==> config.mk <==
export PLATFORM = sky130hd
export DESIGN_NAME = video_timing
export DESIGN_NICKNAME = d
export VERILOG_FILES = /design/src/rtl/spectrum_pkg.sv /design/src/rtl/video_timing.sv
export VERILOG_INCLUDE_DIRS = /design/src /design/src/include
export SDC_FILE = /design/constraint.sdc
export NUM_CORES = 1
export LEC_CHECK = 0
export BUFFER_PORTS_ARGS = -buffer_cell sky130_fd_sc_hd__buf_4
export CORE_UTILIZATION = 45
export CTS_BUF_LIST = sky130_fd_sc_hd__clkbuf_8
export DETAILED_ROUTE_END_ITERATION = 10
export GPL_TIMING_DRIVEN = 0
export PLACE_DENSITY = 0.67
export SETUP_SLACK_MARGIN = 0.05
export SLEW_MARGIN = 5
export SYNTH_ARGS = -nofsm -noshare
export SYNTH_HDL_FRONTEND = slang
export SYNTH_SLANG_ARGS = --single-unit
==> constraint.sdc <==
create_clock -name clock_27mhz -period 2.15 [get_ports clock_27mhz]
set_input_delay 0.1075 -clock clock_27mhz [delete_from_list [all_inputs] [get_ports clock_27mhz]]
set_output_delay 0.1075 -clock clock_27mhz [all_outputs]
set_load 0.005 [all_outputs]
==> src/include/spectrum_settings.svh <==
`ifndef SPECTRUM_SETTINGS_SVH
`define SPECTRUM_SETTINGS_SVH

// horizontal timing in pixels
`define H_ACTIVE 1024
`define H_FP     24
`define H_SYNC   136
`define H_BP     160
`define H_TOTAL  (`H_ACTIVE + `H_FP + `H_SYNC + `H_BP)   // 1344 per line

// vertical timing in lines
`define V_ACTIVE 768
`define V_FP     3
`define V_SYNC   6
`define V_BP     29
`define V_TOTAL  (`V_ACTIVE + `V_FP + `V_SYNC + `V_BP)   // 806 per frame

// tallest bar that still fits on screen
`define AMP_MAX 767

// full intensity of one colour channel
`define COLOR_FULL 8'hFF

// timing output to vga port
`define PIPE_LAT 4

// one bin per active column
`define HIST_BINS 1024

`endif

==> src/rtl/spectrum_pkg.sv <==
`default_nettype none

package spectrum_pkg;

   typedef logic [9:0] bin_t;    // histogram bin == pixel column
   typedef logic [9:0] amp_t;    // bar height
   typedef logic [9:0] line_t;   // line number

   // syncs active low, blank active high
   typedef struct packed {
      logic hsync_b;
      logic vsync_b;
      logic blank;
   } sync_t;

   typedef struct packed {
      logic [7:0] red;
      logic [7:0] green;
      logic [7:0] blue;
   } rgb_t;

   // one-cycle write into the histogram
   typedef struct packed {
      logic strobe;
      bin_t bin;
      amp_t amp;
   } hist_wr_t;

   // raster position with its flags
   typedef struct packed {
      logic [10:0] hcount;
      line_t       vcount;
      sync_t       sync;
   } pos_t;

   // nothing on screen, syncs released
   localparam sync_t SYNC_IDLE = '{hsync_b: 1'b1, vsync_b: 1'b1, blank: 1'b1};
   localparam pos_t  POS_IDLE  = '{hcount: '0, vcount: '0, sync: SYNC_IDLE};

endpackage

`default_nettype wire

==> src/rtl/video_timing.sv <==
`timescale 1ns/1ps
`default_nettype none

`include "spectrum_settings.svh"

module video_timing import spectrum_pkg::*; (
   input  wire  clock_27mhz,
   input  wire  reset,
   output pos_t pos
);

   // sync windows
   localparam int H_SYNC_START = `H_ACTIVE + `H_FP;
   localparam int H_SYNC_END   = H_SYNC_START + `H_SYNC;
   localparam int V_SYNC_START = `V_ACTIVE + `V_FP;
   localparam int V_SYNC_END   = V_SYNC_START + `V_SYNC;

   logic [10:0] h_next;
   line_t       v_next;

   ////////////////////////////////////////////////////////////
   // next position
   ////////////////////////////////////////////////////////////

   always_comb begin
      h_next = pos.hcount + 11'd1;
      v_next = pos.vcount;
      if (pos.hcount == 11'(`H_TOTAL - 1)) begin   // end of line
         h_next = '0;
         if (pos.vcount == 10'(`V_TOTAL - 1))       // end of frame
            v_next = '0;
         else
            v_next = pos.vcount + 10'd1;
      end
   end

   ////////////////////////////////////////////////////////////
   // counters and registered flag decode
   ////////////////////////////////////////////////////////////

   always_ff @(posedge clock_27mhz) begin
      if (reset) begin
         // (0,0) is visible, syncs idle
         pos.hcount       <= '0;
         pos.vcount       <= '0;
         pos.sync.hsync_b <= 1'b1;
         pos.sync.vsync_b <= 1'b1;
         pos.sync.blank   <= 1'b0;
      end else begin
         pos.hcount       <= h_next;
         pos.vcount       <= v_next;
         // flags decoded from the next count so they line up
         pos.sync.blank   <= (h_next >= `H_ACTIVE) || (v_next >= `V_ACTIVE);
         pos.sync.hsync_b <= !((h_next >= H_SYNC_START) && (h_next < H_SYNC_END));
         pos.sync.vsync_b <= !((v_next >= V_SYNC_START) && (v_next < V_SYNC_END));
      end
   end

   // count stays inside the line and blank follows it
   hcount_in_range: assert property (@(posedge clock_27mhz) disable iff (reset)
      (pos.hcount < `H_TOTAL)
      && (pos.sync.blank == ((pos.hcount >= `H_ACTIVE) || (pos.vcount >= `V_ACTIVE))));

endmodule

`default_nettype wire

==> metrics.md <==
| Metric | Value |
|---|---|
| Result of the run | finished clean |
| Number of I/O pins | 26 |
| Number of antenna violations at the first check in global routing | 0 |
| Core Region | 2780 um^2 |
| First-pass iteration count of the detailed router | 4 |
| Ratio of routed vias to standard cells | 5.43 |
| Most repeated cell in the gate-level netlist after synthesis | sky130_fd_sc_hd__dfxtp_1 |
| Weighted congestion at the end of routability-driven global placement | 0.840 |
| Post-layout minimum cycle time | 2.00 ns |
| Kind of critical path | reg2reg |
| Cell at the root of the clock tree | sky130_fd_sc_hd__clkbuf_8 |
| Library cell occupying the most area in the post-synthesis netlist | sky130_fd_sc_hd__dfxtp_1 |
| Setup WS post-layout | 0.149 ns |
| Number of synthesized flops with an enable pin | 0 |
| Congestion Overflow GR | 0 |
| Top flop regs | pos x24 |
| Final routed wirelength across all metal layers | 2840 um |
| Pwr/cell area | 449 nW/um^2 |
| Synthesized net count | 153 |
| Launch instance of the worst register-to-register path | pos[22] |
| Via count of the first global-routing pass | 989 |
| Worst Setup Start Kind | flip-flop |
| Fin crit share | 93.1% |
| Effective utilization at floorplan | 47.8% |
| Cell area after synthesis | 1330 um^2 |
| Die footprint | 3180 um^2 |
| Worst-Skew Late Latency | 0.26 ns |
| # clock sinks | 24 |
| DRC marker count from the first detailed-route iteration | 39 |
| Basic-gate share of the synthesized area counting and, or, nand and nor cells | 33.4% |
| Antenna diode count | 0 |
| Nets | 189 |
| Drt drc | 0 |
| Global-route usage over all layers | 18.2% |
| Max-Slew Margin vs Limit | 67.4% |
| Worst vdd rail ir drop | 396 uV |
| Top reg by flops | pos |
| RSZ-0062 raised after global routing | false |
| Setup violation total in the final timing report | 0 |
| CP Max Fanout | 7 |
| Critical path required time | 2.29 ns |
| Post-Synthesis Mean Instance Area | 8.99 um^2 |
| Area after DPL | 1560 um^2 |
| TritonCTS clock tree | yes |
| Yosys warning count | 0 |
| Xor and xnor area share after synthesis | 7.90% |
| Count of placed standard cells in the final layout, fillers left out | 213 |
| Highest clock rate | 500 MHz |
| Synth cell count leaders | sky130_fd_sc_hd__dfxtp_1, sky130_fd_sc_hd__nor2_1, sky130_fd_sc_hd__nand3_1, sky130_fd_sc_hd__nor3_1, sky130_fd_sc_hd__xor2_1 |
| Depth of the CTS H-tree | 1 |
| Worst min-delay path startpoint | reset |
| Largest register FFs | 24 |
| Total leakage power | 0.651 nW |
| Detailed-route via count | 1157 |
| Share of the synthesized area in compound gates (AO/OA/AOI/OAI) | 11.2% |
| Combinational family with the most area after synthesis | simple AND/OR/NAND/NOR gates |
| Share of cells above drive strength 1 | 32.4% |
| Number of different library cells in the post-synthesis netlist | 45 |
| Largest net degree at the start of global routing | 13 |
| Main synth FF type | sky130_fd_sc_hd__dfxtp_1 |
| Arrival time of data at the critical path endpoint | 2.14 ns |
| Number of nets still failing antenna checks after routing | 0 |
| Fraction of registers with async set or reset after synthesis | 0% |
| Final core occ | 60.4% |
| Maximum clock path buffer count | 2 |
| Count of endpoints failing hold in the final timing report | 0 |
| Flop and latch count out of synthesis | 24 |
| Number of instances in the synthesized netlist | 148 |
| Clock transition at the registers of the reported paths | 0.08 ns |
| Final Max Tran Viols | 0 |
| Transition time at the pin with the least slew margin | 0.489 ns |
| Die boundary height | 56.4 um |
| Final routed wire length divided by cell count | 13.3 um |
| Most area-consuming cells after synthesis | sky130_fd_sc_hd__dfxtp_1, sky130_fd_sc_hd__nor2_1, sky130_fd_sc_hd__xor2_1 |
| Global-route wire length before repair | 4590 um |
| Crit path launch | pos[22] |
| Yosys top cell area share | 36.1% |
| Number of port buffers | 25 |
| Placed cells | 204 |
| Hold Path Class | in2reg |
| Multiplexer share of the synthesized area | 2.26% |
| Max Clock Skew | 0.00158 ns |
| Sort of element at the end of the critical path | flip-flop |
| Portion of the post-synthesis area used by sequential elements | 36.1% |
| Max-capacitance violation count | 0 |
| Final design area excluding fillers | 1680 um^2 |
| Horizontal extent of the die | 56.4 um |
| Worst-case setup slack after placement | -0.190 ns |
| Synth Area in Adders | 2.82% |
| Number of buffers created by CTS | 3 |
| Total number of placement rows | 19 |
| Area Overhead vs Synth | 26.2% |
| DP Wirelength | 1990 um |
-- what timing repair did --
action,in CTS,in global routing
setup buffers,3,3
hold buffers,0,0
pin swaps,1,2
resized for setup,1,12
setup endpoints to repair,3,2
-- through the flow --
step / hold slack [ns] / power, mW / TNS, ns
floorplan: 0.295 / 0.480 / 0
global placement: 0.440 / 0.494 / -0.142
detailed placement: 0.444 / 0.496 / -0.272
CTS: 0.162 / 0.758 / 0
global route: 0.188 / 0.782 / 0
finish: 0.173 / 0.753 / 0
-- final timing paths --
kind,end,slack (ns),cells past startpoint
worst max register to register,pos[1],0.15,8
worst min-delay path,pos[8],0.17,3
worst max-delay path,pos[1],0.15,8
worst min register to register,pos[13],0.49,1
-- cells by family after synthesis --
group	after synthesis
buffers and inverters	12
XOR/XNOR	12
AO/OA/AOI/OAI	22
adder cells (fa/ha/maj)	3
AND/OR/NAND/NOR	72
multiplexers	3
flip-flops	24
-- worst max-delay path, stage by stage (launching register included) --
cell	delay [ns]
sky130_fd_sc_hd__dfxtp_1	0.31
sky130_fd_sc_hd__buf_4	0.16
sky130_fd_sc_hd__nor4b_4	0.33
sky130_fd_sc_hd__nand3_2	0.17
sky130_fd_sc_hd__buf_6	0.18
sky130_fd_sc_hd__nor2_4	0.11
sky130_fd_sc_hd__mux2i_2	0.27
sky130_fd_sc_hd__mux2i_1	0.23
sky130_fd_sc_hd__nand4_1	0.10
-- layout by cell type, fill, tap and decap left out, types with 5 or more instances in the layout --
master,netlist,routed
sky130_fd_sc_hd__buf_4,0,32
sky130_fd_sc_hd__dfxtp_1,24,20
sky130_fd_sc_hd__nor2_1,19,19
sky130_fd_sc_hd__nor3_1,9,9
sky130_fd_sc_hd__nand3_1,9,9
sky130_fd_sc_hd__xor2_1,7,7
sky130_fd_sc_hd__xnor2_1,5,5
sky130_fd_sc_hd__buf_6,5,5
sky130_fd_sc_hd__a21oi_1,5,5
-- area by class of cell --
class                      count  area (um^2)
buffer                         9         75.1
clock buffer                   3         41.3
fill                         254         1100
inverter                       3         11.3
multi-input combinational    112          795
sequential                    24          485
tap                           31         38.8
timing repair buffer          31          233
-- report_power, final --
group	internal [mW]	switching, mW	leakage, nW
Sequential	0.449	0.00789	0.196
Combinational	0.0156	0.0158	0.434
Clock	0.125	0.139	0.0216
-- metal layers --
layer	vias up	track usage, %	part of all wire (%)
met1	534	28.6	52
met2	18	25.2	45
met4	0	6.27	0.56
li1	603	-	-
met3	2	2.07	2.8
met5	-	0	0
Note: power is estimated with default switching activity, not from simulation.
