## src/include/spectrum_settings.svh

```systemverilog
`ifndef SPECTRUM_SETTINGS_SVH
`define SPECTRUM_SETTINGS_SVH

// horizontal timing in pixels
`define H_ACTIVE 1024
`define H_FP     24
`define H_SYNC   136
`define H_BP     160
`define H_TOTAL  (`H_ACTIVE + `H_FP + `H_SYNC + `H_BP)   // 1344 per line

// vertical timing in lines
`define V_ACTIVE 768
`define V_FP     3
`define V_SYNC   6
`define V_BP     29
`define V_TOTAL  (`V_ACTIVE + `V_FP + `V_SYNC + `V_BP)   // 806 per frame

// tallest bar that still fits on screen
`define AMP_MAX 767

// full intensity of one colour channel
`define COLOR_FULL 8'hFF

// timing output to vga port
`define PIPE_LAT 4

// one bin per active column
`define HIST_BINS 1024

`endif

```

## src/rtl/spectrum_pkg.sv

```systemverilog
`default_nettype none

package spectrum_pkg;

   typedef logic [9:0] bin_t;    // histogram bin == pixel column
   typedef logic [9:0] amp_t;    // bar height
   typedef logic [9:0] line_t;   // line number

   // syncs active low, blank active high
   typedef struct packed {
      logic hsync_b;
      logic vsync_b;
      logic blank;
   } sync_t;

   typedef struct packed {
      logic [7:0] red;
      logic [7:0] green;
      logic [7:0] blue;
   } rgb_t;

   // one-cycle write into the histogram
   typedef struct packed {
      logic strobe;
      bin_t bin;
      amp_t amp;
   } hist_wr_t;

   // raster position with its flags
   typedef struct packed {
      logic [10:0] hcount;
      line_t       vcount;
      sync_t       sync;
   } pos_t;

   // nothing on screen, syncs released
   localparam sync_t SYNC_IDLE = '{hsync_b: 1'b1, vsync_b: 1'b1, blank: 1'b1};
   localparam pos_t  POS_IDLE  = '{hcount: '0, vcount: '0, sync: SYNC_IDLE};

endpackage

`default_nettype wire

```

## src/rtl/peak_marker.sv

```systemverilog
`timescale 1ns/1ps
`default_nettype none

`include "spectrum_settings.svh"

module peak_marker import spectrum_pkg::*; (
   input  wire  clock_27mhz,
   input  wire  reset,
   input  amp_t amp,
   input  pos_t pos,
   output rgb_t pixel
);

   amp_t best_amp;   // running max on line 0
   bin_t best_bin;
   amp_t mark_amp;   // result shown next frame
   bin_t mark_bin;
   logic hit_q;

   logic search;
   logic latch;

   assign search = !pos.sync.blank && (pos.vcount == '0);
   assign latch  = (pos.vcount == 10'(`V_ACTIVE)) && (pos.hcount == '0);   // first vblank line

   ////////////////////////////////////////////////////////////
   // peak search and latch
   ////////////////////////////////////////////////////////////

   always_ff @(posedge clock_27mhz) begin
      if (reset) begin
         best_amp <= '0;
         best_bin <= '0;
         mark_amp <= '0;   // no marker until a frame is seen
         mark_bin <= '0;
      end else if (latch) begin
         mark_amp <= best_amp;
         mark_bin <= best_bin;
         best_amp <= '0;   // ready for next frame
         best_bin <= '0;
      end else if (search && (amp > best_amp)) begin
         // strictly greater so lowest bin keeps a tie
         best_amp <= amp;
         best_bin <= pos.hcount[9:0];
      end
   end

   ////////////////////////////////////////////////////////////
   // marker column
   ////////////////////////////////////////////////////////////

   always_ff @(posedge clock_27mhz) begin
      if (reset) begin
         hit_q <= 1'b0;
         pixel <= '0;
      end else begin
         hit_q <= !pos.sync.blank && (pos.hcount[9:0] == mark_bin)
                  && (mark_amp != '0);
         pixel.red   <= 8'h00;
         pixel.green <= 8'h00;
         pixel.blue  <= hit_q ? `COLOR_FULL : 8'h00;   // blue line
      end
   end

endmodule

`default_nettype wire

```

## config.mk

```make
export PLATFORM = sky130hd
export DESIGN_NAME = peak_marker
export DESIGN_NICKNAME = d
export VERILOG_FILES = /design/src/rtl/spectrum_pkg.sv /design/src/rtl/peak_marker.sv
export VERILOG_INCLUDE_DIRS = /design/src /design/src/include
export SDC_FILE = /design/constraint.sdc
export NUM_CORES = 1
export LEC_CHECK = 0
export BUFFER_PORTS_ARGS = -buffer_cell sky130_fd_sc_hd__buf_4
export CAP_MARGIN = 20
export CORE_UTILIZATION = 30
export DETAILED_ROUTE_END_ITERATION = 8
export SETUP_SLACK_MARGIN = 0.05
export SLEW_MARGIN = 10
export SYNTH_ARGS = -nofsm -noshare
export SYNTH_HDL_FRONTEND = slang
export SYNTH_SLANG_ARGS = --single-unit
export TNS_END_PERCENT = 10
```

## constraint.sdc

```tcl
create_clock -name clock_27mhz -period 3.8 [get_ports clock_27mhz]
set_input_delay 0.76 -clock clock_27mhz [delete_from_list [all_inputs] [get_ports clock_27mhz]]
set_output_delay 0.76 -clock clock_27mhz [all_outputs]
set_load 0.05 [all_outputs]
```

==> impl_metrics.prom <==
# TYPE chip_impl_metric gauge
chip_impl_metric{name="arrival",unit="ns"} 2.59
chip_impl_metric{name="period_share",unit="%"} 62.5
chip_impl_metric{name="irDropWorstVdd",unit="mV"} 0.143
chip_impl_metric{name="synth-warning-count",unit=""} 0
chip_impl_metric{name="route.detailed.wl_per_inst",unit="um"} 11.2
chip_impl_info{name="timing.setup.critical_path_class",value="in2reg"} 1
chip_impl_metric{name="design.core.area",unit="sq um"} 6910
chip_impl_metric{name="cellLeakagePower",unit="nW"} 0.948
chip_impl_metric{name="cts_hold_buf",unit=""} 0
chip_impl_metric{name="grt_overflow",unit=""} 0
chip_impl_info{name="run_status",value="completed"} 1
chip_impl_metric{name="floorplan.initialDensity",unit="%"} 31.5
chip_impl_metric{name="final-hold-violation-count",unit=""} 0
chip_impl_metric{name="routed-via-count",unit=""} 1728
chip_impl_metric{name="place_hpwl",unit="mm"} 3.19
chip_impl_info{name="cts_tree",value="yes"} 1
chip_impl_metric{name="rel_slew_slack",unit="%"} 49.4
chip_impl_metric{name="ff_latch_area",unit="sq um"} 841
chip_impl_metric{name="dp.cells",unit=""} 382
chip_impl_metric{name="syn-cell-area",unit="sq um"} 2170
chip_impl_metric{name="grt_first_pass_wirelength",unit="mm"} 7.15
chip_impl_metric{name="crit_required",unit="ns"} 4.02
chip_impl_metric{name="grt_pass1_vias",unit=""} 1566
chip_impl_metric{name="cts_resized",unit=""} 0
chip_impl_metric{name="num-nets-final",unit=""} 339
chip_impl_info{name="synth_top_flop_cell",value="dfxtp_1"} 1
chip_impl_metric{name="die_width",unit="um"} 87.1
chip_impl_info{name="worst_setup_end_kind",value="register"} 1
chip_impl_metric{name="final_layout_size_suffix_gt1_share",unit="%"} 18.0
chip_impl_info{name="critPathLaunchType",value="primary input"} 1
chip_impl_info{name="most-common-layout-cells",value="nand2_1 (81), dfxtp_1 (42), buf_4 (42)"} 1
chip_impl_metric{name="timing.final.crit_period",unit="ns"} 2.37
chip_impl_metric{name="synth_cells",unit=""} 264
chip_impl_metric{name="clock.fmax",unit="MHz"} 421
chip_impl_metric{name="wl",unit="mm"} 4.36
chip_impl_metric{name="synth-edff-count",unit=""} 0
chip_impl_metric{name="top_level_ports",unit=""} 60
chip_impl_metric{name="ant_nets",unit=""} 0
chip_impl_metric{name="setup-violations-final",unit=""} 0
chip_impl_metric{name="drt_iter0_drc",unit=""} 56
chip_impl_metric{name="asyncSetResetFlopFracSynth",unit="%"} 0
chip_impl_metric{name="layout.filler_cells",unit=""} 762
chip_impl_metric{name="clock_skew",unit="ns"} 0.00716
chip_impl_metric{name="cts_buffers",unit=""} 5
chip_impl_metric{name="cts_post_setup_buffers_inserted",unit=""} 0
chip_impl_metric{name="clk_pin_slew_worst_paths",unit="ns"} 0.09
chip_impl_metric{name="maximum_capacitance_violations",unit=""} 0
chip_impl_metric{name="via_per_inst",unit=""} 4.43
chip_impl_metric{name="die_area",unit="sq um"} 7590
chip_impl_info{name="worst_hold_path_type",value="reg2reg"} 1
chip_impl_metric{name="antenna_cells",unit=""} 0
chip_impl_metric{name="cp_max_fo",unit=""} 20
chip_impl_metric{name="place.gp.congestion",unit=""} 0.732
chip_impl_metric{name="power_density",unit="nW/um^2"} 331
chip_impl_metric{name="register_bit_count_reported_by_yosys",unit=""} 42
chip_impl_metric{name="clk_latency",unit="ns"} 0.30
chip_impl_info{name="final_common_cell",value="nand2_1"} 1
chip_impl_metric{name="numClockSinks",unit=""} 42
chip_impl_metric{name="post_synthesis_sequential_area_ratio",unit="%"} 38.7
chip_impl_metric{name="buffer_ports.inserted",unit=""} 41
chip_impl_metric{name="finalMaxSlewViolations",unit=""} 0
chip_impl_metric{name="number_of_detailed_routing_iterations_run_before_antenna_repair",unit=""} 4
chip_impl_metric{name="synth_cell_types",unit=""} 29
chip_impl_metric{name="grt_start_max_net_pins",unit=""} 25
chip_impl_metric{name="clockBufferDepth",unit=""} 2
chip_impl_info{name="rsz_0062_raised_after_global_routing",value="no"} 1
chip_impl_metric{name="totalNegativeSetupSlack",unit="ns"} 0
chip_impl_metric{name="syn-mean-instance-area",unit="sq um"} 8.24
chip_impl_metric{name="die_height",unit="um"} 87.1
chip_impl_metric{name="final_instance_count_without_filler_cells",unit=""} 390
chip_impl_info{name="clk_root_buffer_cell",value="clkbuf_8"} 1
chip_impl_metric{name="cts.htree.levels",unit=""} 2
chip_impl_metric{name="rows",unit=""} 30
chip_impl_metric{name="areaGrowthSynthToFinish",unit="%"} 15.1
chip_impl_metric{name="route.detailed.drc",unit=""} 0
chip_impl_metric{name="track_usage",unit="%"} 12.2
chip_impl_metric{name="worst-slew-pin-transition",unit="ns"} 0.759
chip_impl_metric{name="area_used_by_multi_input_combinational_logic",unit="sq um"} 1090
chip_impl_metric{name="grt_antenna_before_repair",unit=""} 0
-- cell type report --
class | instances | area share [%]
clock buffers | 5 | 2.75
well taps | 96 | 4.80
clock inverters | 3 | 0.850
repair buffers | 42 | 12.6
multi-input cells | 191 | 43.7
flip-flops and latches | 42 | 33.6
inverters | 11 | 1.65
-- synthesized netlist by cell type (2+ instances only) --
master | number | area share, %
or4_1 | 2 | 0.69
nand4_1 | 3 | 0.86
nor3_1 | 2 | 0.46
nand2_1 | 81 | 14
xnor2_1 | 5 | 2.0
mux2i_1 | 20 | 9.2
nand3_1 | 3 | 0.69
inv_1 | 11 | 1.9
nor4_1 | 5 | 1.4
xor2_1 | 5 | 2.0
buf_4 | 25 | 8.6
buf_12 | 2 | 1.8
ha_1 | 10 | 5.8
nor2_1 | 4 | 0.69
a21oi_1 | 23 | 5.3
clkbuf_1 | 8 | 1.4
a21o_1 | 2 | 0.69
dfxtp_1 | 42 | 39
-- power breakdown --
part | switching, W | internal, W | total [W]
clock network | 0.000158 | 0.000129 | 0.000287
registers | 0.0000000347 | 0.000440 | 0.000440
logic | 0.0000672 | 0.0000354 | 0.000103
total | 0.000225 | 0.000604 | 0.000829
-- stage by stage --
stage | hold WS (ns) | util, % | total power (W) | cell area [sq um] | worst slack [ns]
detailed placement | 0.429 | 34.9 | 0.000553 | 2410 | 1.09
CTS | 0.450 | 36.2 | 0.000841 | 2500 | 1.40
global route | 0.462 | 36.2 | 0.000875 | 2500 | 1.30
floorplan | 0.414 | - | 0.000526 | 2230 | 1.57
finish | 0.446 | 36.2 | 0.000829 | 2500 | 1.43
global placement | 0.416 | 34.9 | 0.000553 | 2410 | 1.11
-- cell families (layout without fill, tap and decap cells) --
group / after synthesis / in the layout / synth area share (%)
other: 1 / 16 / 0.172
adders and majority gates: 10 / 10 / 5.75
DFF: 42 / 42 / 38.7
AOI/OAI and AO/OA: 30 / 30 / 7.94
and+or+nand+nor: 105 / 105 / 20.5
xor gates and xnor gates: 10 / 10 / 4.03
muxes: 20 / 20 / 9.21
buffers and inverters: 46 / 61 / 13.8
-- routing by layer --
layer  GRT usage, %  wire, um  vias to the layer above
li1               -         -                      884
met1           13.9      1930                      793
met2           22.2      2220                       44
met3           2.27       140                        7
met4           4.92        75                        0
met5              0         0                        -
-- worst paths after layout --
path / startpoint / end / slack (ns) / cells past startpoint
max reg2reg: best_amp[9]$_SDFFE_PP0P_ / best_amp[6]$_SDFFE_PP0P_ / 1.65 / 7
max: pos[8] / best_amp[6]$_SDFFE_PP0P_ / 1.43 / 5
min: hit_q$_SDFF_PP0_ / pixel[6]$_SDFF_PP0_ / 0.45 / 1
min reg2reg: hit_q$_SDFF_PP0_ / pixel[6]$_SDFF_PP0_ / 0.45 / 1
-- sequential cells by signal, summed over array words and instances, names as in the netlist --
register	flops
best_amp	10
best_bin	10
hit_q	1
mark_amp	10
mark_bin	10
pixel	1
-- worst max-delay path, cell delays in order --
cell,delay [ns]
buf_4,0.10
or4_1,0.52
nor2_2,0.22
o2111a_2,0.71
mux2i_1,0.28
Note: power is estimated with default switching activity, not from simulation.
