===== src/include/spectrum_settings.svh =====
`ifndef SPECTRUM_SETTINGS_SVH
`define SPECTRUM_SETTINGS_SVH

// horizontal timing in pixels
`define H_ACTIVE 1024
`define H_FP     24
`define H_SYNC   136
`define H_BP     160
`define H_TOTAL  (`H_ACTIVE + `H_FP + `H_SYNC + `H_BP)   // 1344 per line

// vertical timing in lines
`define V_ACTIVE 768
`define V_FP     3
`define V_SYNC   6
`define V_BP     29
`define V_TOTAL  (`V_ACTIVE + `V_FP + `V_SYNC + `V_BP)   // 806 per frame

// tallest bar that still fits on screen
`define AMP_MAX 767

// full intensity of one colour channel
`define COLOR_FULL 8'hFF

// timing output to vga port
`define PIPE_LAT 4

// one bin per active column
`define HIST_BINS 1024

`endif


===== src/rtl/spectrum_pkg.sv =====
`default_nettype none

package spectrum_pkg;

   typedef logic [9:0] bin_t;    // histogram bin == pixel column
   typedef logic [9:0] amp_t;    // bar height
   typedef logic [9:0] line_t;   // line number

   // syncs active low, blank active high
   typedef struct packed {
      logic hsync_b;
      logic vsync_b;
      logic blank;
   } sync_t;

   typedef struct packed {
      logic [7:0] red;
      logic [7:0] green;
      logic [7:0] blue;
   } rgb_t;

   // one-cycle write into the histogram
   typedef struct packed {
      logic strobe;
      bin_t bin;
      amp_t amp;
   } hist_wr_t;

   // raster position with its flags
   typedef struct packed {
      logic [10:0] hcount;
      line_t       vcount;
      sync_t       sync;
   } pos_t;

   // nothing on screen, syncs released
   localparam sync_t SYNC_IDLE = '{hsync_b: 1'b1, vsync_b: 1'b1, blank: 1'b1};
   localparam pos_t  POS_IDLE  = '{hcount: '0, vcount: '0, sync: SYNC_IDLE};

endpackage

`default_nettype wire


===== src/rtl/bar_renderer.sv =====
`timescale 1ns/1ps
`default_nettype none

`include "spectrum_settings.svh"

module bar_renderer import spectrum_pkg::*; (
   input  wire  clock_27mhz,
   input  wire  reset,
   input  amp_t amp,
   input  pos_t pos,
   output rgb_t pixel
);

   line_t       row;        // counted up from the bottom line
   amp_t        divisor;    // clamped bar height
   logic [17:0] dividend;   // row * 255
   logic [17:0] quotient;

   line_t      row_q;
   amp_t       amp_q;
   logic [7:0] quot_q;      // gradient step
   logic       blank_q;
   logic       lit;

   ////////////////////////////////////////////////////////////
   // stage 1: flip, clamp, divide
   ////////////////////////////////////////////////////////////

   always_comb begin
      row      = 10'(`V_ACTIVE - 1) - pos.vcount;
      divisor  = (amp > `AMP_MAX) ? 10'(`AMP_MAX) : amp;
      dividend = 18'(row) * 18'd255;
      // empty bin has no gradient
      quotient = (divisor == '0) ? '0 : dividend / 18'(divisor);
   end

   always_ff @(posedge clock_27mhz) begin
      row_q  <= row;
      amp_q  <= divisor;
      quot_q <= quotient[7:0];   // below 255 on any lit row
   end

   always_ff @(posedge clock_27mhz) begin
      if (reset)
         blank_q <= 1'b1;
      else
         blank_q <= pos.sync.blank;
   end

   ////////////////////////////////////////////////////////////
   // stage 2: bar test and colour
   ////////////////////////////////////////////////////////////

   assign lit = !blank_q && (amp_q > row_q);   // inside the bar

   always_ff @(posedge clock_27mhz) begin
      if (reset) begin
         pixel <= '0;
      end else if (lit) begin
         // red at the base fading to yellow at the top
         pixel.red   <= `COLOR_FULL;
         pixel.green <= `COLOR_FULL - quot_q;
         pixel.blue  <= 8'h00;
      end else begin
         pixel <= '0;
      end
   end

   // lit pixel came from a real division whose step fits one byte
   lit_step_valid: assert property (@(posedge clock_27mhz) disable iff (reset)
      lit |-> ($past(divisor) != '0) && ($past(quotient) < 18'd255));

endmodule

`default_nettype wire


===== config.mk =====
export PLATFORM = sky130hd
export DESIGN_NAME = bar_renderer
export DESIGN_NICKNAME = d
export VERILOG_FILES = /design/src/rtl/spectrum_pkg.sv /design/src/rtl/bar_renderer.sv
export VERILOG_INCLUDE_DIRS = /design/src /design/src/include
export SDC_FILE = /design/constraint.sdc
export NUM_CORES = 1
export LEC_CHECK = 0
export BUFFER_PORTS_ARGS = -buffer_cell sky130_fd_sc_hd__buf_2
export CAP_MARGIN = 20
export CORE_MARGIN = 4
export CORE_UTILIZATION = 70
export CTS_CLUSTER_SIZE = 20
export DETAILED_ROUTE_END_ITERATION = 10
export PLACE_DENSITY = 0.9
export SETUP_SLACK_MARGIN = 0.4
export SKIP_LAST_GASP = 1
export SYNTH_ARGS = -nofsm -noshare
export SYNTH_HDL_FRONTEND = slang
export SYNTH_SLANG_ARGS = --single-unit

===== constraint.sdc =====
create_clock -name clock_27mhz -period 121.7 [get_ports clock_27mhz]
set_input_delay 12.17 -clock clock_27mhz [delete_from_list [all_inputs] [get_ports clock_27mhz]]
set_output_delay 12.17 -clock clock_27mhz [all_outputs]
set_load 0.005 [all_outputs]

==> results.txt <==
----------------------------------------------------
[Min path]
  Hold crit path type ... register to register

[Global routing]
  Via count of the first global-routing pass ... 9740
  Overall routing resource usage ... 0.307
  Gr ovfl total ... 0
  First-pass GRT wire length ... 43600 um
  Number of antenna violations at the first check in global routing ... 0
  Maximum number of pins on one net before global-route repair ... 21

[Route]
  Routed Wire Length ... 25500 um
  Number of vias in the routed layout ... 9793
  Detail-routed net length per standard cell ... 16.9 um
  First drt pass iteration count ... 5
  Antenna-violating nets left ... 0
  Count of unresolved DRC violations after routing ... 0
  Initial drt markers ... 671
  Vias/cell ... 6.48

[Placed design]
  Input/output buffers ... 38
  Detailed placement HPWL ... 20200 um
  Final RePlAce weighted congestion ... 0.945

[CTS]
  Clock tree from TritonCTS ... built
  H-tree Lvls ... 2
  Post-CTS setup buffers ... 0
  Insertion delay of the later-clocked pin in the worst-skew pair ... 0.28 ns
  Longest Clk Path Bufs ... 2
  Clock-pin slew of the registers on the worst-case setup and hold paths ... 0.06 ns
  Number of clock sinks seen by CTS ... 38
  Master cell of the clock root buffer ... sky130_fd_sc_hd__clkbuf_16
  PostCTS Resize Cnt ... 0
  Hold buffers post-CTS ... 0
  Cts bufs inserted ... 5

[Yosys]
  Count of synthesis-stage warnings from yosys ... 0
  Number of enable flip-flop cells after synthesis ... 0
  Average cell area after synthesis ... 7.88 um^2
  Most frequently used flop master after synthesis ... sky130_fd_sc_hd__dfxtp_1
  Top post-synthesis cells by area ... sky130_fd_sc_hd__ha_1 (22%), sky130_fd_sc_hd__dfxtp_1 (7.4%), sky130_fd_sc_hd__fa_1 (7.0%)
  Post-Synthesis Cells ... 1310
  Largest area contributor in the netlist ... sky130_fd_sc_hd__ha_1
  Fraction of synthesized cell area taken by the top area cell type ... 0.224
  Register area share after synthesis ... 0.0737
  Flip-flop and latch count after synthesis ... 38
  Netlist area before placement ... 10300 um^2
  Async S/R FF share, synth ... 0
  Number of different library cells in the post-synthesis netlist ... 89

[Floorplanning]
  Core Region ... 14500 um^2
  Floorplan die width ... 129 um
  Initial Util ... 0.713
  Standard-cell row count ... 44
  Die Footprint ... 16800 um^2
  # IOs ... 60
  Overall die height ... 129 um

[Timing]
  Count of endpoints failing setup in the final report ... 0
  Fmax ... 17.6 MHz
  Tcrit/Tclk final ... 0.468
  Least-Margin Pin Slew ... 0.863 ns
  Clock skew after layout ... 0.00535 ns
  Max-slew violation total from the final report ... 0
  Summed negative setup slack over all endpoints ... 0 ns
  Final hold violation count ... 0
  Tightest slew margin relative to the limit ... 0.419
  Time the final worst path needs with I/O delays and setup ... 56.97 ns
  RSZ-0062 raised after global routing ... false

[Layout]
  Ant diodes ... 0
  Area growth syn-to-layout ... 4.57%
  Layout cell share with drive strength beyond 1 ... 0.0994
  Total number of nets in the final design ... 1584

[Setup path]
  WP data arrival ... 57.07 ns
  Startpoint class of the critical path ... input port
  Critical path data required time ... 121.81 ns
  Critical Path Sink Type ... register
  CP Class ... input port to register
  Delay of the slowest cell on the worst path ... 0.70 ns
  CP max-delay cell ... sky130_fd_sc_hd__a21oi_1
  Cell seen most often among critical-path stages ... sky130_fd_sc_hd__o21a_1
  Worst Path Max Fanout ... 20

[Job]
  Number of maximum-capacitance constraint violations ... 0

[Outcome]
  Status ... finished, final reports clean

----------------------------------------------------
[sequential cells by signal (all words and copies together), names as in the netlist]
register,flops
amp_q,10
row_q,10
pixel,9
quot_q,8
blank_q,1
[metal layers]
layer | vias up | global-route usage | share of wire
met2 | 339 | 0.561 | 0.50
met4 | 0 | 0.105 | 0.027
met1 | 4608 | 0.375 | 0.42
li1 | 4777 | - | -
met5 | - | 0 | 0
met3 | 69 | 0.0338 | 0.053
[worst paths after layout]
check | slack, ns | end | start | cells after the start
worst max-delay path | 64.73 | quot_q[0]$_SDFF_PN0_ | pos[5] | 186
worst min-delay path | 0.38 | pixel[10]$_SDFF_PP0_ | quot_q[2]$_SDFF_PN0_ | 1
worst max register to register | 119.66 | pixel[12]$_SDFF_PP0_ | row_q[9]$_DFF_P_ | 9
worst min register to register | 0.38 | pixel[10]$_SDFF_PP0_ | quot_q[2]$_SDFF_PN0_ | 1
[cell type report]
| type | count | area (um^2) |
|---|---|---|
| clock buffer | 5 | 125 |
| timing repair buffer | 45 | 243 |
| multi-input combinational | 1117 | 8910 |
| fill | 1068 | 3690 |
| tap | 184 | 230 |
| sequential | 38 | 761 |
| clock inverter | 3 | 68.8 |
| inverter | 120 | 450 |
[per-stage QoR]
stage / instances / util / setup slack [ns] / area [um^2] / hold WS (ns)
finish: 1512 / 0.745 / 64.73 / 10800 / 0.381
global route: 1512 / 0.745 / 61.83 / 10800 / 0.400
CTS: 1512 / 0.745 / 65.53 / 10800 / 0.384
detailed placement: 1504 / 0.732 / 65.58 / 10600 / 0.376
global placement: 1504 / 0.732 / 66.53 / 10600 / 0.371
floorplan: 1317 / - / 70.14 / 10300 / 0.368
[cells by family after synthesis]
family,Yosys count,share of synthesized area
and+or+nand+nor,391,0.191
AOI/OAI and AO/OA,363,0.247
adders and majority gates,222,0.295
buffers and inverters,162,0.0668
xor gates and xnor gates,76,0.0645
muxes,57,0.0613
DFF,38,0.0737
other,1,0.000363
[cells in the mapped netlist (5+ instances only)]
cell / count
sky130_fd_sc_hd__a21o_1: 41
sky130_fd_sc_hd__buf_4: 16
sky130_fd_sc_hd__a22oi_1: 6
sky130_fd_sc_hd__xor2_1: 33
sky130_fd_sc_hd__or3_1: 15
sky130_fd_sc_hd__nor2_1: 106
sky130_fd_sc_hd__and2_1: 8
sky130_fd_sc_hd__o31ai_1: 23
sky130_fd_sc_hd__a21boi_0: 8
sky130_fd_sc_hd__a211oi_1: 11
sky130_fd_sc_hd__nor4_1: 6
sky130_fd_sc_hd__nor3_1: 59
sky130_fd_sc_hd__o21a_1: 59
sky130_fd_sc_hd__and3_1: 9
sky130_fd_sc_hd__a31oi_1: 7
sky130_fd_sc_hd__xnor2_1: 43
sky130_fd_sc_hd__or2_2: 10
sky130_fd_sc_hd__o21ai_0: 51
sky130_fd_sc_hd__mux2i_1: 15
sky130_fd_sc_hd__clkbuf_1: 19
sky130_fd_sc_hd__ha_1: 185
sky130_fd_sc_hd__nand2_1: 76
sky130_fd_sc_hd__a2111oi_0: 5
sky130_fd_sc_hd__fa_1: 36
sky130_fd_sc_hd__mux2_2: 39
sky130_fd_sc_hd__a21oi_1: 73
sky130_fd_sc_hd__nand3_1: 22
sky130_fd_sc_hd__inv_1: 120
sky130_fd_sc_hd__nand4_1: 9
sky130_fd_sc_hd__buf_2: 5
sky130_fd_sc_hd__o211ai_1: 14
sky130_fd_sc_hd__nand2b_1: 24
sky130_fd_sc_hd__nor2b_1: 20
sky130_fd_sc_hd__dfxtp_1: 38
[layout by cell type (no fill, tap or decap), types with 36 or more instances in the layout]
| cell | n |
|---|---|
| sky130_fd_sc_hd__ha_1 | 185 |
| sky130_fd_sc_hd__inv_1 | 120 |
| sky130_fd_sc_hd__nor2_1 | 106 |
| sky130_fd_sc_hd__nand2_1 | 76 |
| sky130_fd_sc_hd__a21oi_1 | 73 |
| sky130_fd_sc_hd__o21a_1 | 59 |
| sky130_fd_sc_hd__nor3_1 | 57 |
| sky130_fd_sc_hd__o21ai_0 | 51 |
| sky130_fd_sc_hd__xnor2_1 | 43 |
| sky130_fd_sc_hd__a21o_1 | 41 |
| sky130_fd_sc_hd__mux2_2 | 39 |
| sky130_fd_sc_hd__dfxtp_1 | 38 |
| sky130_fd_sc_hd__buf_2 | 38 |
| sky130_fd_sc_hd__fa_1 | 36 |
[worst max-delay path, delay by kind of cell]
family	cells	cell delay, ns
compound gates	104	23.80
xor+xnor	1	0.20
simple gates	43	9.43
buf+inv	9	1.58
mux	6	1.86
fa+ha+maj	23	7.91
Power is not shown: default switching activity piles up to over one toggle a cycle in this logic, so the estimate is an artifact.
