<file path="config.mk">
export PLATFORM = sky130hd
export DESIGN_NAME = pixel_mixer
export DESIGN_NICKNAME = d
export VERILOG_FILES = /design/src/include/spectrum_settings.svh /design/src/rtl/spectrum_pkg.sv /design/src/rtl/pixel_mixer.sv
export SDC_FILE = /design/constraint.sdc
export NUM_CORES = 1
export LEC_CHECK = 0
export BUFFER_PORTS_ARGS = -buffer_cell sky130_fd_sc_hd__buf_2
export CAP_MARGIN = 20
export CORE_ASPECT_RATIO = 1.2
export CORE_MARGIN = 5
export CORE_UTILIZATION = 35
export CTS_BUF_LIST = sky130_fd_sc_hd__clkbuf_4
export CTS_CLUSTER_SIZE = 25
export DETAILED_ROUTE_END_ITERATION = 10
export GPL_TIMING_DRIVEN = 0
export HOLD_SLACK_MARGIN = 0.03
export PLACE_DENSITY = 0.8
export REMOVE_ABC_BUFFERS = 1
export SETUP_SLACK_MARGIN = 0.3
export SLEW_MARGIN = 0
export SYNTH_ARGS = -nofsm -noshare
export SYNTH_HDL_FRONTEND = slang
export SYNTH_SLANG_ARGS = --single-unit
</file>
<file path="constraint.sdc">
create_clock -name clock_27mhz -period 0.8 [get_ports clock_27mhz]
set_input_delay 0.08 -clock clock_27mhz [delete_from_list [all_inputs] [get_ports clock_27mhz]]
set_output_delay 0.08 -clock clock_27mhz [all_outputs]
set_load 0.005 [all_outputs]
</file>
<file path="src/include/spectrum_settings.svh">
`ifndef SPECTRUM_SETTINGS_SVH
`define SPECTRUM_SETTINGS_SVH

// horizontal timing in pixels
`define H_ACTIVE 1024
`define H_FP     24
`define H_SYNC   136
`define H_BP     160
`define H_TOTAL  (`H_ACTIVE + `H_FP + `H_SYNC + `H_BP)   // 1344 per line

// vertical timing in lines
`define V_ACTIVE 768
`define V_FP     3
`define V_SYNC   6
`define V_BP     29
`define V_TOTAL  (`V_ACTIVE + `V_FP + `V_SYNC + `V_BP)   // 806 per frame

// tallest bar that still fits on screen
`define AMP_MAX 767

// full intensity of one colour channel
`define COLOR_FULL 8'hFF

// timing output to vga port
`define PIPE_LAT 4

// one bin per active column
`define HIST_BINS 1024

`endif

</file>
<file path="src/rtl/spectrum_pkg.sv">
`default_nettype none

package spectrum_pkg;

   typedef logic [9:0] bin_t;    // histogram bin == pixel column
   typedef logic [9:0] amp_t;    // bar height
   typedef logic [9:0] line_t;   // line number

   // syncs active low, blank active high
   typedef struct packed {
      logic hsync_b;
      logic vsync_b;
      logic blank;
   } sync_t;

   typedef struct packed {
      logic [7:0] red;
      logic [7:0] green;
      logic [7:0] blue;
   } rgb_t;

   // one-cycle write into the histogram
   typedef struct packed {
      logic strobe;
      bin_t bin;
      amp_t amp;
   } hist_wr_t;

   // raster position with its flags
   typedef struct packed {
      logic [10:0] hcount;
      line_t       vcount;
      sync_t       sync;
   } pos_t;

   // nothing on screen, syncs released
   localparam sync_t SYNC_IDLE = '{hsync_b: 1'b1, vsync_b: 1'b1, blank: 1'b1};
   localparam pos_t  POS_IDLE  = '{hcount: '0, vcount: '0, sync: SYNC_IDLE};

endpackage

`default_nettype wire

</file>
<file path="src/rtl/pixel_mixer.sv">
`timescale 1ns/1ps
`default_nettype none

module pixel_mixer import spectrum_pkg::*; (
   input  wire   clock_27mhz,
   input  wire   reset,
   input  rgb_t  bar_pixel,
   input  rgb_t  mark_pixel,
   input  sync_t sync,
   output rgb_t  vga_rgb,
   output logic  vga_hsync_b,
   output logic  vga_vsync_b,
   output logic  vga_blank_b
);

   rgb_t mixed;

   // overlay both layers, black outside active video
   assign mixed = sync.blank ? '0 : (bar_pixel | mark_pixel);

   ////////////////////////////////////////////////////////////
   // output registers
   ////////////////////////////////////////////////////////////

   always_ff @(posedge clock_27mhz) begin
      if (reset) begin
         vga_rgb     <= '0;
         vga_hsync_b <= 1'b1;   // syncs released
         vga_vsync_b <= 1'b1;
         vga_blank_b <= 1'b0;   // dac blanked
      end else begin
         vga_rgb     <= mixed;
         vga_hsync_b <= sync.hsync_b;
         vga_vsync_b <= sync.vsync_b;
         vga_blank_b <= !sync.blank;
      end
   end

   // marker path and sync path stay aligned
   marker_not_blanked: assert property (@(posedge clock_27mhz) disable iff (reset)
      (mark_pixel.blue != 8'h00) |-> !sync.blank);

endmodule

`default_nettype wire

</file>
==> flow_summary_export.csv, run 1 <==
group,metric,value,unit
layout,antenna_cells,0,
synthesis,synth_area,767,µm²
worst_setup_path,cp_slowest_cell,"dfxtp_2",
synthesis,ys_seq_elements,27,
placed_design,place_congestion,0.648,
floorplan,die_width,52.7,µm
sta,fmax,1190,MHz
worst_setup_path,crit_path_cell_trace,"buf_2",
worst_setup_path,critPathKind,"register to output pin",
min_path,hold_path.class,"input pin to register",
synthesis,ys_warn_count,0,
worst_setup_path,critical_path.max_fanout,1,
detailed_routing,finalWirelength,2100,µm
global_routing,antenna_found_initial,0,
placed_design,portBuffers,79,
synthesis,yosysSeqAreaShare,70.5,%
sta,finalSetupTns,-644,ps
clock_tree,clockBufferDepth,2,
pwr,irDropWorstVdd,1.31,mV
floorplan,die_h,61.3,µm
layout,fillers,190,
synthesis,synth.distinct_cells,5,
pwr,cellPowerDensity,1860,nW/µm²
sta,rsz0062_at_grt,"yes",
clock_tree,cts.sinks,27,
outcome,violations,"negative hold slack, negative setup slack",
outcome,outcome,"complete, but fails checks",
pwr,p_leak,0.648,nW
layout,final_nets,192,
floorplan,core_area,2070,µm²
clock_tree,numCtsBuffers,3,
placed_design,dp_hpwl,1630,µm
worst_setup_path,worstSetupStartpointType,"register",
detailed_routing,via_per_inst,4.24,
sta,max-slew-margin-rel,77.7,%
global_routing,grt_overflow,0,
detailed_routing,via_count,713,
global_routing,grt_pass1_vias,765,
flow_run,cap_viol_max_count,0,
sta,setup_viol,27,
detailed_routing,ant_nets,0,
pwr,power,2.32,mW
floorplan,initial_core_util,37.0,%
global_routing,track_usage,13.4,%
detailed_routing,drc_errors,0,
global_routing,grt_pass1_wl,3080,µm
detailed_routing,dr.pass1.iters,4,
worst_setup_path,cp.arrival,760,ps
floorplan,num_rows,18,
layout,drive_gt1_share,66.7,%
synthesis,syn_inst,56,
detailed_routing,drt-initial-drc-count,10,
floorplan,ios,80,
sta,fin_crit_sh,105,%
global_routing,grt_max_degree,15,
clock_tree,htreeDepth,1,
worst_setup_path,cpPeakStageDelay,340,ps
sta,worst_pin_slew,334,ps
sta,holdWs,-58.0,ps
clock_tree,cts_tree,"done",
sta,slew_viol_final,0,
floorplan,die_area,3230,µm²
synthesis,synth_area_per_cell,13.7,µm²
worst_setup_path,end_kind,"output pin",
layout,syn_to_final_growth,62.2,%
sta,finalHoldViolations,26,
worst_setup_path,worstPathRequired,720,ps
sta,fin_crit,841,ps
clock_tree,path_clk_slew,130,ps
clock_tree,clock-root-buffer,"clkbuf_4",
sta,setup_ws,-40.5,ps
worst_setup_path,crit_family,"flip-flops",
detailed_routing,wl_per_cell,12.5,µm
worst_setup_path,path_buf_inv,1,
[stage by stage]
stage,util (%),worst slack (ps),std cells,cell area (µm²)
CTS,58.8,-51.3,168,1220
floorplan,-,183,54,744
global route,60.0,-84.7,168,1240
finish,60.0,-40.5,168,1240
global placement,56.8,-69.5,163,1180
detailed placement,56.8,-116,163,1180
[synthesized netlist by cell type]
cell / number / share of area [%]
nor2_4: 1 / 1.5
dfxtp_1: 27 / 70
o21a_1: 24 / 23
or2_2: 2 / 1.6
buf_6: 2 / 2.9
[logic make-up after synthesis]
kind of cell | synth area share [%]
simple gates | 3.10
buf+inv | 2.94
flops | 70.5
compound gates | 23.5
[sequential cells by signal (all words and copies together), names as in the netlist]
signal,count
vga_blank_b,1
vga_hsync_b,1
vga_rgb,24
vga_vsync_b,1
[layout make-up]
| type | count | area [µm²] | share of cell area (%) |
|---|---|---|---|
| repair buffers | 79 | 414 | 33.3 |
| well taps | 30 | 37.5 | 3.02 |
| clock buffers | 4 | 30.0 | 2.41 |
| multi-input cells | 28 | 215 | 17.3 |
| flip-flops and latches | 27 | 547 | 44.0 |
[metal layers]
metal  vias to the layer above  GRT usage (%)  wire, µm
li1                        357              -         -
met1                       306           13.7       716
met2                        48           21.3       976
met3                         2           9.44       392
met4                         0           5.47        14
met5                         -              0         0
[power breakdown]
group / switching, mW / internal (mW) / total [mW]
Sequential: 0.0164 / 1.42 / 1.43
Combinational: 0.114 / 0.186 / 0.300
Clock: 0.356 / 0.228 / 0.584
Total: 0.486 / 1.83 / 2.32
[worst paths after layout]
kind	slack, ps	cells after the start	startpoint	end
worst max-delay path	-40	1	vga_rgb[1]$_SDFF_PP0_	vga_rgb[1]
worst min-delay path	-60	2	sync[2]	vga_hsync_b$_SDFF_PP1_
[what timing repair did]
action                                 CTS  global route
pin swaps                                1             0
setup endpoints to repair               51            27
setup buffers                            0             0
endpoints found under the hold margin   26            26
cloned                                   1             0
resized for setup                        1             8
[placed cells by master (no fill, tap or decap), drive strengths merged]
cell	synthesis	routed
nor2	1	2
buf	2	79
o21a	24	24
clkbuf	0	4
or2	2	2
dfxtp	27	27
Note: power is estimated with default switching activity, not from simulation.
==> inputs of run 2 (changes only) <==
--- a/config.mk
+++ b/config.mk
@@ -5,6 +5,7 @@
 export SDC_FILE = /design/constraint.sdc
 export NUM_CORES = 1
 export LEC_CHECK = 0
+export ABC_AREA = 1
 export BUFFER_PORTS_ARGS = -buffer_cell sky130_fd_sc_hd__buf_2
 export CAP_MARGIN = 20
 export CORE_ASPECT_RATIO = 1.2
@@ -15,6 +16,7 @@
 export DETAILED_ROUTE_END_ITERATION = 10
 export GPL_TIMING_DRIVEN = 0
 export HOLD_SLACK_MARGIN = 0.03
+export MAX_ROUTING_LAYER = met4
 export PLACE_DENSITY = 0.8
 export REMOVE_ABC_BUFFERS = 1
 export SETUP_SLACK_MARGIN = 0.3
==> flow_summary_export.csv, run 2 <==
group,metric,value,unit
layout,final_common_cell,"buf_2",
sta,finalSetupTns,-647,ps
sta,rsz0062_at_grt,"yes",
global_routing,track_usage,10.3,%
sta,fmax,1180,MHz
worst_setup_path,cp_num_cells,1,
worst_setup_path,crit_family,"flip-flops",
sta,max-slew-margin-rel,82.6,%
floorplan,die_area,3290,µm²
min_path,hold_path.class,"input pin to register",
floorplan,die_width,53.2,µm
synthesis,synth.distinct_cells,8,
synthesis,ys_warn_count,0,
layout,antenna_cells,0,
floorplan,ios,80,
worst_setup_path,worstPathRequired,720,ps
pwr,p_sw,0.501,mW
layout,drive_gt1_share,56.7,%
synthesis,synth_area_per_cell,9.44,µm²
worst_setup_path,worstSetupStartpointType,"register",
detailed_routing,drc_errors,0,
clock_tree,cts_tree,"done",
worst_setup_path,cp_slowest_cell,"dfxtp_2",
placed_design,portBuffers,79,
pwr,p_leak,0.719,nW
global_routing,grt_max_degree,26,
worst_setup_path,path_buf_inv,1,
pwr,p_int,1.78,mW
synthesis,yosys-top-cells-area,"dfxtp_1, nor2_1, buf_6",
global_routing,grt_overflow,0,
pwr,p_clk_share,24.3,%
floorplan,initial_core_util,37.4,%
pwr,p_sw_share,21.9,%
pwr,irDropWorstVdd,1.13,mV
detailed_routing,drt-initial-drc-count,1,
floorplan,num_rows,18,
sta,fin_crit_sh,106,%
layout,final_cell_count_no_fill,194,
layout,final_cell_mix,"buf_2, nor2_1, dfxtp_1",
synthesis,synth_common_cells,"nor2_1, dfxtp_1",
worst_setup_path,critical_path.max_fanout,1,
worst_setup_path,critPathKind,"register to output pin",
detailed_routing,via_count,785,
detailed_routing,ant_nets,0,
sta,fin_crit,844,ps
synthesis,synth_area,783,µm²
worst_setup_path,crit_path_cell_trace,"buf_6",
synthesis,synth_edf_count,0,
synthesis,ys_seq_elements,27,
detailed_routing,finalWirelength,1860,µm
detailed_routing,wl_per_cell,9.59,µm
placed_design,dp.cells,190,
sta,setup_ws,-44.1,ps
synthesis,synth_area_leader_cell,"dfxtp_1",
synthesis,synth_most_common_cell,"nor2_1",
floorplan,core_area,2090,µm²
pwr,p_seq_share,62.8,%
layout,fillers,212,
outcome,violations,"negative hold slack, negative setup slack",
synthesis,yosys.area.top_type_share,69.0,%
placed_design,dp_hpwl,1590,µm
synthesis,synthArstFlopShare,0,%
worst_setup_path,cpPeakStageDelay,350,ps
layout,syn_to_final_growth,59.3,%
layout,largest_register_ffs,24,
sta,setup_viol,27,
synthesis,yosysSeqAreaShare,69.0,%
sta,slew_viol_final,0,
clock_tree,clock-root-buffer,"clkbuf_4",
detailed_routing,via_per_inst,4.05,
layout,final_nets,218,
flow_run,cap_viol_max_count,0,
clock_tree,postCtsSetupRepairBufs,0,
outcome,outcome,"complete, but fails checks",
sta,finalHoldViolations,24,
clock_tree,clockBufferDepth,2,
synthesis,synth_ff_type,"dfxtp_1",
clock_tree,htreeDepth,1,
worst_setup_path,end_kind,"output pin",
min_path,hold_depth,2,
global_routing,grt_pass1_vias,701,
sta,holdWs,-48.6,ps
sta,worst_pin_slew,260,ps
worst_setup_path,cp.arrival,760,ps
clock_tree,path_clk_slew,140,ps
clock_tree,numCtsBuffers,3,
global_routing,antenna_found_initial,0,
placed_design,place_congestion,0.606,
detailed_routing,dr.pass1.iters,3,
pwr,p_comb_share,12.9,%
global_routing,grt_pass1_wl,2440,µm
floorplan,die_h,61.8,µm
layout,largest_register,"vga_rgb",
synthesis,syn_inst,83,
pwr,cellPowerDensity,1830,nW/µm²
clock_tree,cts.sinks,27,
==> run 2: what timing repair did <==
action / in CTS / in global routing
setup endpoints to repair: 27 / 27
pin swaps: 0 / 0
resized for setup: 1 / 6
endpoints found under the hold margin: 26 / 26
==> run 2: cells by family (layout without fill, tap and decap cells) <==
| kind of cell | after synthesis | in the layout | synth area share (%) |
|---|---|---|---|
| buffers and inverters | 5 | 86 | 4.31 |
| AND/OR/NAND/NOR | 51 | 51 | 26.7 |
| flip-flops | 27 | 27 | 69.0 |
==> run 2: final cells by class <==
class | instances | area (µm²) | share of cell area (%)
Sequential cell | 27 | 546 | 43.7
Clock buffer | 3 | 22.5 | 1.81
Clock inverter | 1 | 7.51 | 0.602
Inverter | 3 | 11.3 | 0.903
Multi-Input combinational cell | 51 | 209 | 16.8
Timing Repair Buffer | 79 | 414 | 33.2
Tap cell | 30 | 37.5 | 3.01
==> run 2: path summary, 6_finish.rpt <==
| kind | from | endpoint |
|---|---|---|
| worst max-delay path | vga_rgb[0]$_SDFF_PP0_ | vga_rgb[0] |
| worst min-delay path | sync[1] | vga_vsync_b$_SDFF_PP1_ |
==> run 2: metal layers <==
metal	wire (µm)	global-route usage, %
met5	0	-
met4	8	4.38
met3	287	2.86
met2	963	19.9
met1	601	9.29
==> run 2: power groups by stage <==
stage / clock network, mW / registers (mW) / logic, mW
CTS: 0.595 / 1.43 / 0.292
global placement: 0 / 1.46 / 0.282
finish: 0.556 / 1.43 / 0.294
detailed placement: 0 / 1.46 / 0.291
floorplan: 0 / 1.48 / 0.0738
global route: 0.660 / 1.44 / 0.330
==> run 2: per-stage QoR <==
stage	setup WS [ps]	hold slack, ps	util (%)	cell area [µm²]	power (mW)
floorplan	332	184	-	761	1.55
global placement	172	267	57.0	1190	1.74
detailed placement	140	270	57.0	1190	1.75
CTS	-61.4	-62.5	58.5	1220	2.32
global route	-89.9	-74.8	59.6	1250	2.43
finish	-44.1	-48.6	59.6	1250	2.28
==> inputs of run 3 (changes only) <==
--- a/config.mk
+++ b/config.mk
@@ -6,7 +6,7 @@
 export NUM_CORES = 1
 export LEC_CHECK = 0
 export ABC_AREA = 1
-export BUFFER_PORTS_ARGS = -buffer_cell sky130_fd_sc_hd__buf_2
+export BUFFER_PORTS_ARGS = -buffer_cell sky130_fd_sc_hd__clkbuf_2
 export CAP_MARGIN = 20
 export CORE_ASPECT_RATIO = 1.2
 export CORE_MARGIN = 5
==> flow_summary_export.csv, run 3 (same netlist as run 2, synthesis figures left out) <==
group,metric,value,unit
placed_design,dp_hpwl,1620,µm
detailed_routing,drc_errors,0,
clock_tree,cts_tree,"done",
sta,holdWs,-47.8,ps
floorplan,initial_core_util,37.4,%
layout,syn_to_final_growth,58.0,%
worst_setup_path,cp.arrival,750,ps
layout,multiInputGateArea,209,µm²
worst_setup_path,critical_path.max_fanout,1,
worst_setup_path,worstSetupStartpointType,"register",
layout,fillers,202,
worst_setup_path,path_buf_inv,1,
floorplan,ios,80,
detailed_routing,dr.pass1.iters,4,
global_routing,track_usage,10.8,%
clock_tree,numCtsBuffers,3,
global_routing,grt_overflow,0,
layout,final_cell_mix,"clkbuf_2, nor2_1, dfxtp_1",
layout,final_core_util,59.1,%
layout,final_common_cell,"clkbuf_2",
sta,fin_crit_sh,104,%
global_routing,grt_pass1_vias,693,
clock_tree,cts.sinks,27,
pwr,p_comb_share,12.7,%
global_routing,grt_max_degree,26,
placed_design,portBuffers,79,
pwr,irDropWorstVdd,1.30,mV
clock_tree,clock-root-buffer,"clkbuf_4",
placed_design,place_congestion,0.611,
global_routing,grt_pass1_wl,2530,µm
placed_design,dpl_cell_area,1190,µm²
worst_setup_path,cp_slowest_cell,"dfxtp_1",
pwr,p_int,1.78,mW
pwr,p_sw_share,21.3,%
pwr,p_clk_share,23.6,%
sta,setup_viol,27,
clock_tree,htreeDepth,1,
floorplan,num_rows,18,
pwr,power,2.26,mW
layout,largest_register_ffs,24,
layout,drive_gt1_share,59.1,%
layout,antenna_cells,0,
clock_tree,postCtsSetupRepairBufs,0,
placed_design,pre_cts_slack,143,ps
layout,seqCellArea,551,µm²
global_routing,antenna_found_initial,0,
worst_setup_path,crit_path_cell_trace,"clkbuf_2",
sta,rsz0062_at_grt,"yes",
sta,slew_viol_final,0,
sta,finalHoldViolations,19,
sta,fin_crit,832,ps
sta,finalSetupTns,-460,ps
pwr,cellPowerDensity,1820,nW/µm²
outcome,outcome,"complete, but fails checks",
floorplan,core_area,2090,µm²
detailed_routing,wl_per_cell,9.43,µm
pwr,p_sw,0.481,mW
sta,setup_ws,-32.5,ps
pwr,p_seq_share,63.6,%
detailed_routing,ant_nets,0,
detailed_routing,via_count,772,
outcome,violations,"negative hold slack, negative setup slack",
clock_tree,clockBufferDepth,2,
worst_setup_path,end_kind,"output pin",
floorplan,die_area,3290,µm²
pwr,p_leak,0.727,nW
worst_setup_path,cpPeakStageDelay,340,ps
floorplan,die_width,53.2,µm
placed_design,dp.cells,190,
clock_tree,path_clk_slew,130,ps
worst_setup_path,critPathKind,"register to output pin",
layout,final_cell_count_no_fill,194,
sta,fmax,1200,MHz
floorplan,die_h,61.8,µm
min_path,hold_path.class,"input pin to register",
detailed_routing,finalWirelength,1830,µm
worst_setup_path,worstPathRequired,720,ps
sta,worst_pin_slew,256,ps
layout,largest_register,"vga_rgb",
layout,final_nets,218,
detailed_routing,drt-initial-drc-count,6,
flow_run,cap_viol_max_count,0,
detailed_routing,via_per_inst,3.98,
worst_setup_path,crit_family,"flip-flops",
sta,max-slew-margin-rel,82.9,%
layout,fin_area,1240,µm²
## run 3: changes by cell type in the layout (fill, tap and decap cells not counted)
cell,before,now
dfxtp_2,4,8
clkinvlp_4,1,0
dfxtp_1,23,19
clkinv_2,0,1
buf_2,76,9
buf_6,3,1
clkbuf_2,0,69
## run 3: area by class of cell
class | count | share of cell area (%)
tap | 30 | 3.03
sequential | 27 | 44.5
timing repair buffer | 79 | 32.5
clock inverter | 1 | 0.404
multi-input combinational | 51 | 16.9
clock buffer | 3 | 1.82
inverter | 3 | 0.910
## run 3: worst paths after layout
check | cells after the start | endpoint | slack, ps | start
worst max-delay path | 1 | vga_rgb[5] | -30 | vga_rgb[5]$_SDFF_PP0_
worst min-delay path | 2 | vga_vsync_b$_SDFF_PP1_ | -50 | sync[1]
## run 3: power by group through the flow
stage          Clock [mW]  Combinational (mW)  Sequential [mW]
3_5_place_dp            0               0.292             1.46
6_report            0.533               0.288             1.44
2_1_floorplan           0              0.0738             1.48
3_3_place_gp            0               0.282             1.46
4_1_cts             0.579               0.293             1.44
5_1_grt             0.641               0.326             1.44
## run 3: per-layer routing
layer	vias up	global-route usage, %	part of all wire, %
met3	2	2.39	14
met1	314	10.0	33
met4	0	5.47	0.38
met2	50	20.6	52
li1	406	-	-
met5	-	-	0
## run 3: what timing repair did
item / CTS / global route
hold endpoints to repair: 26 / 26
resized for setup: 1 / 18
endpoints found under the setup margin: 27 / 27
pin swaps: 0 / 0
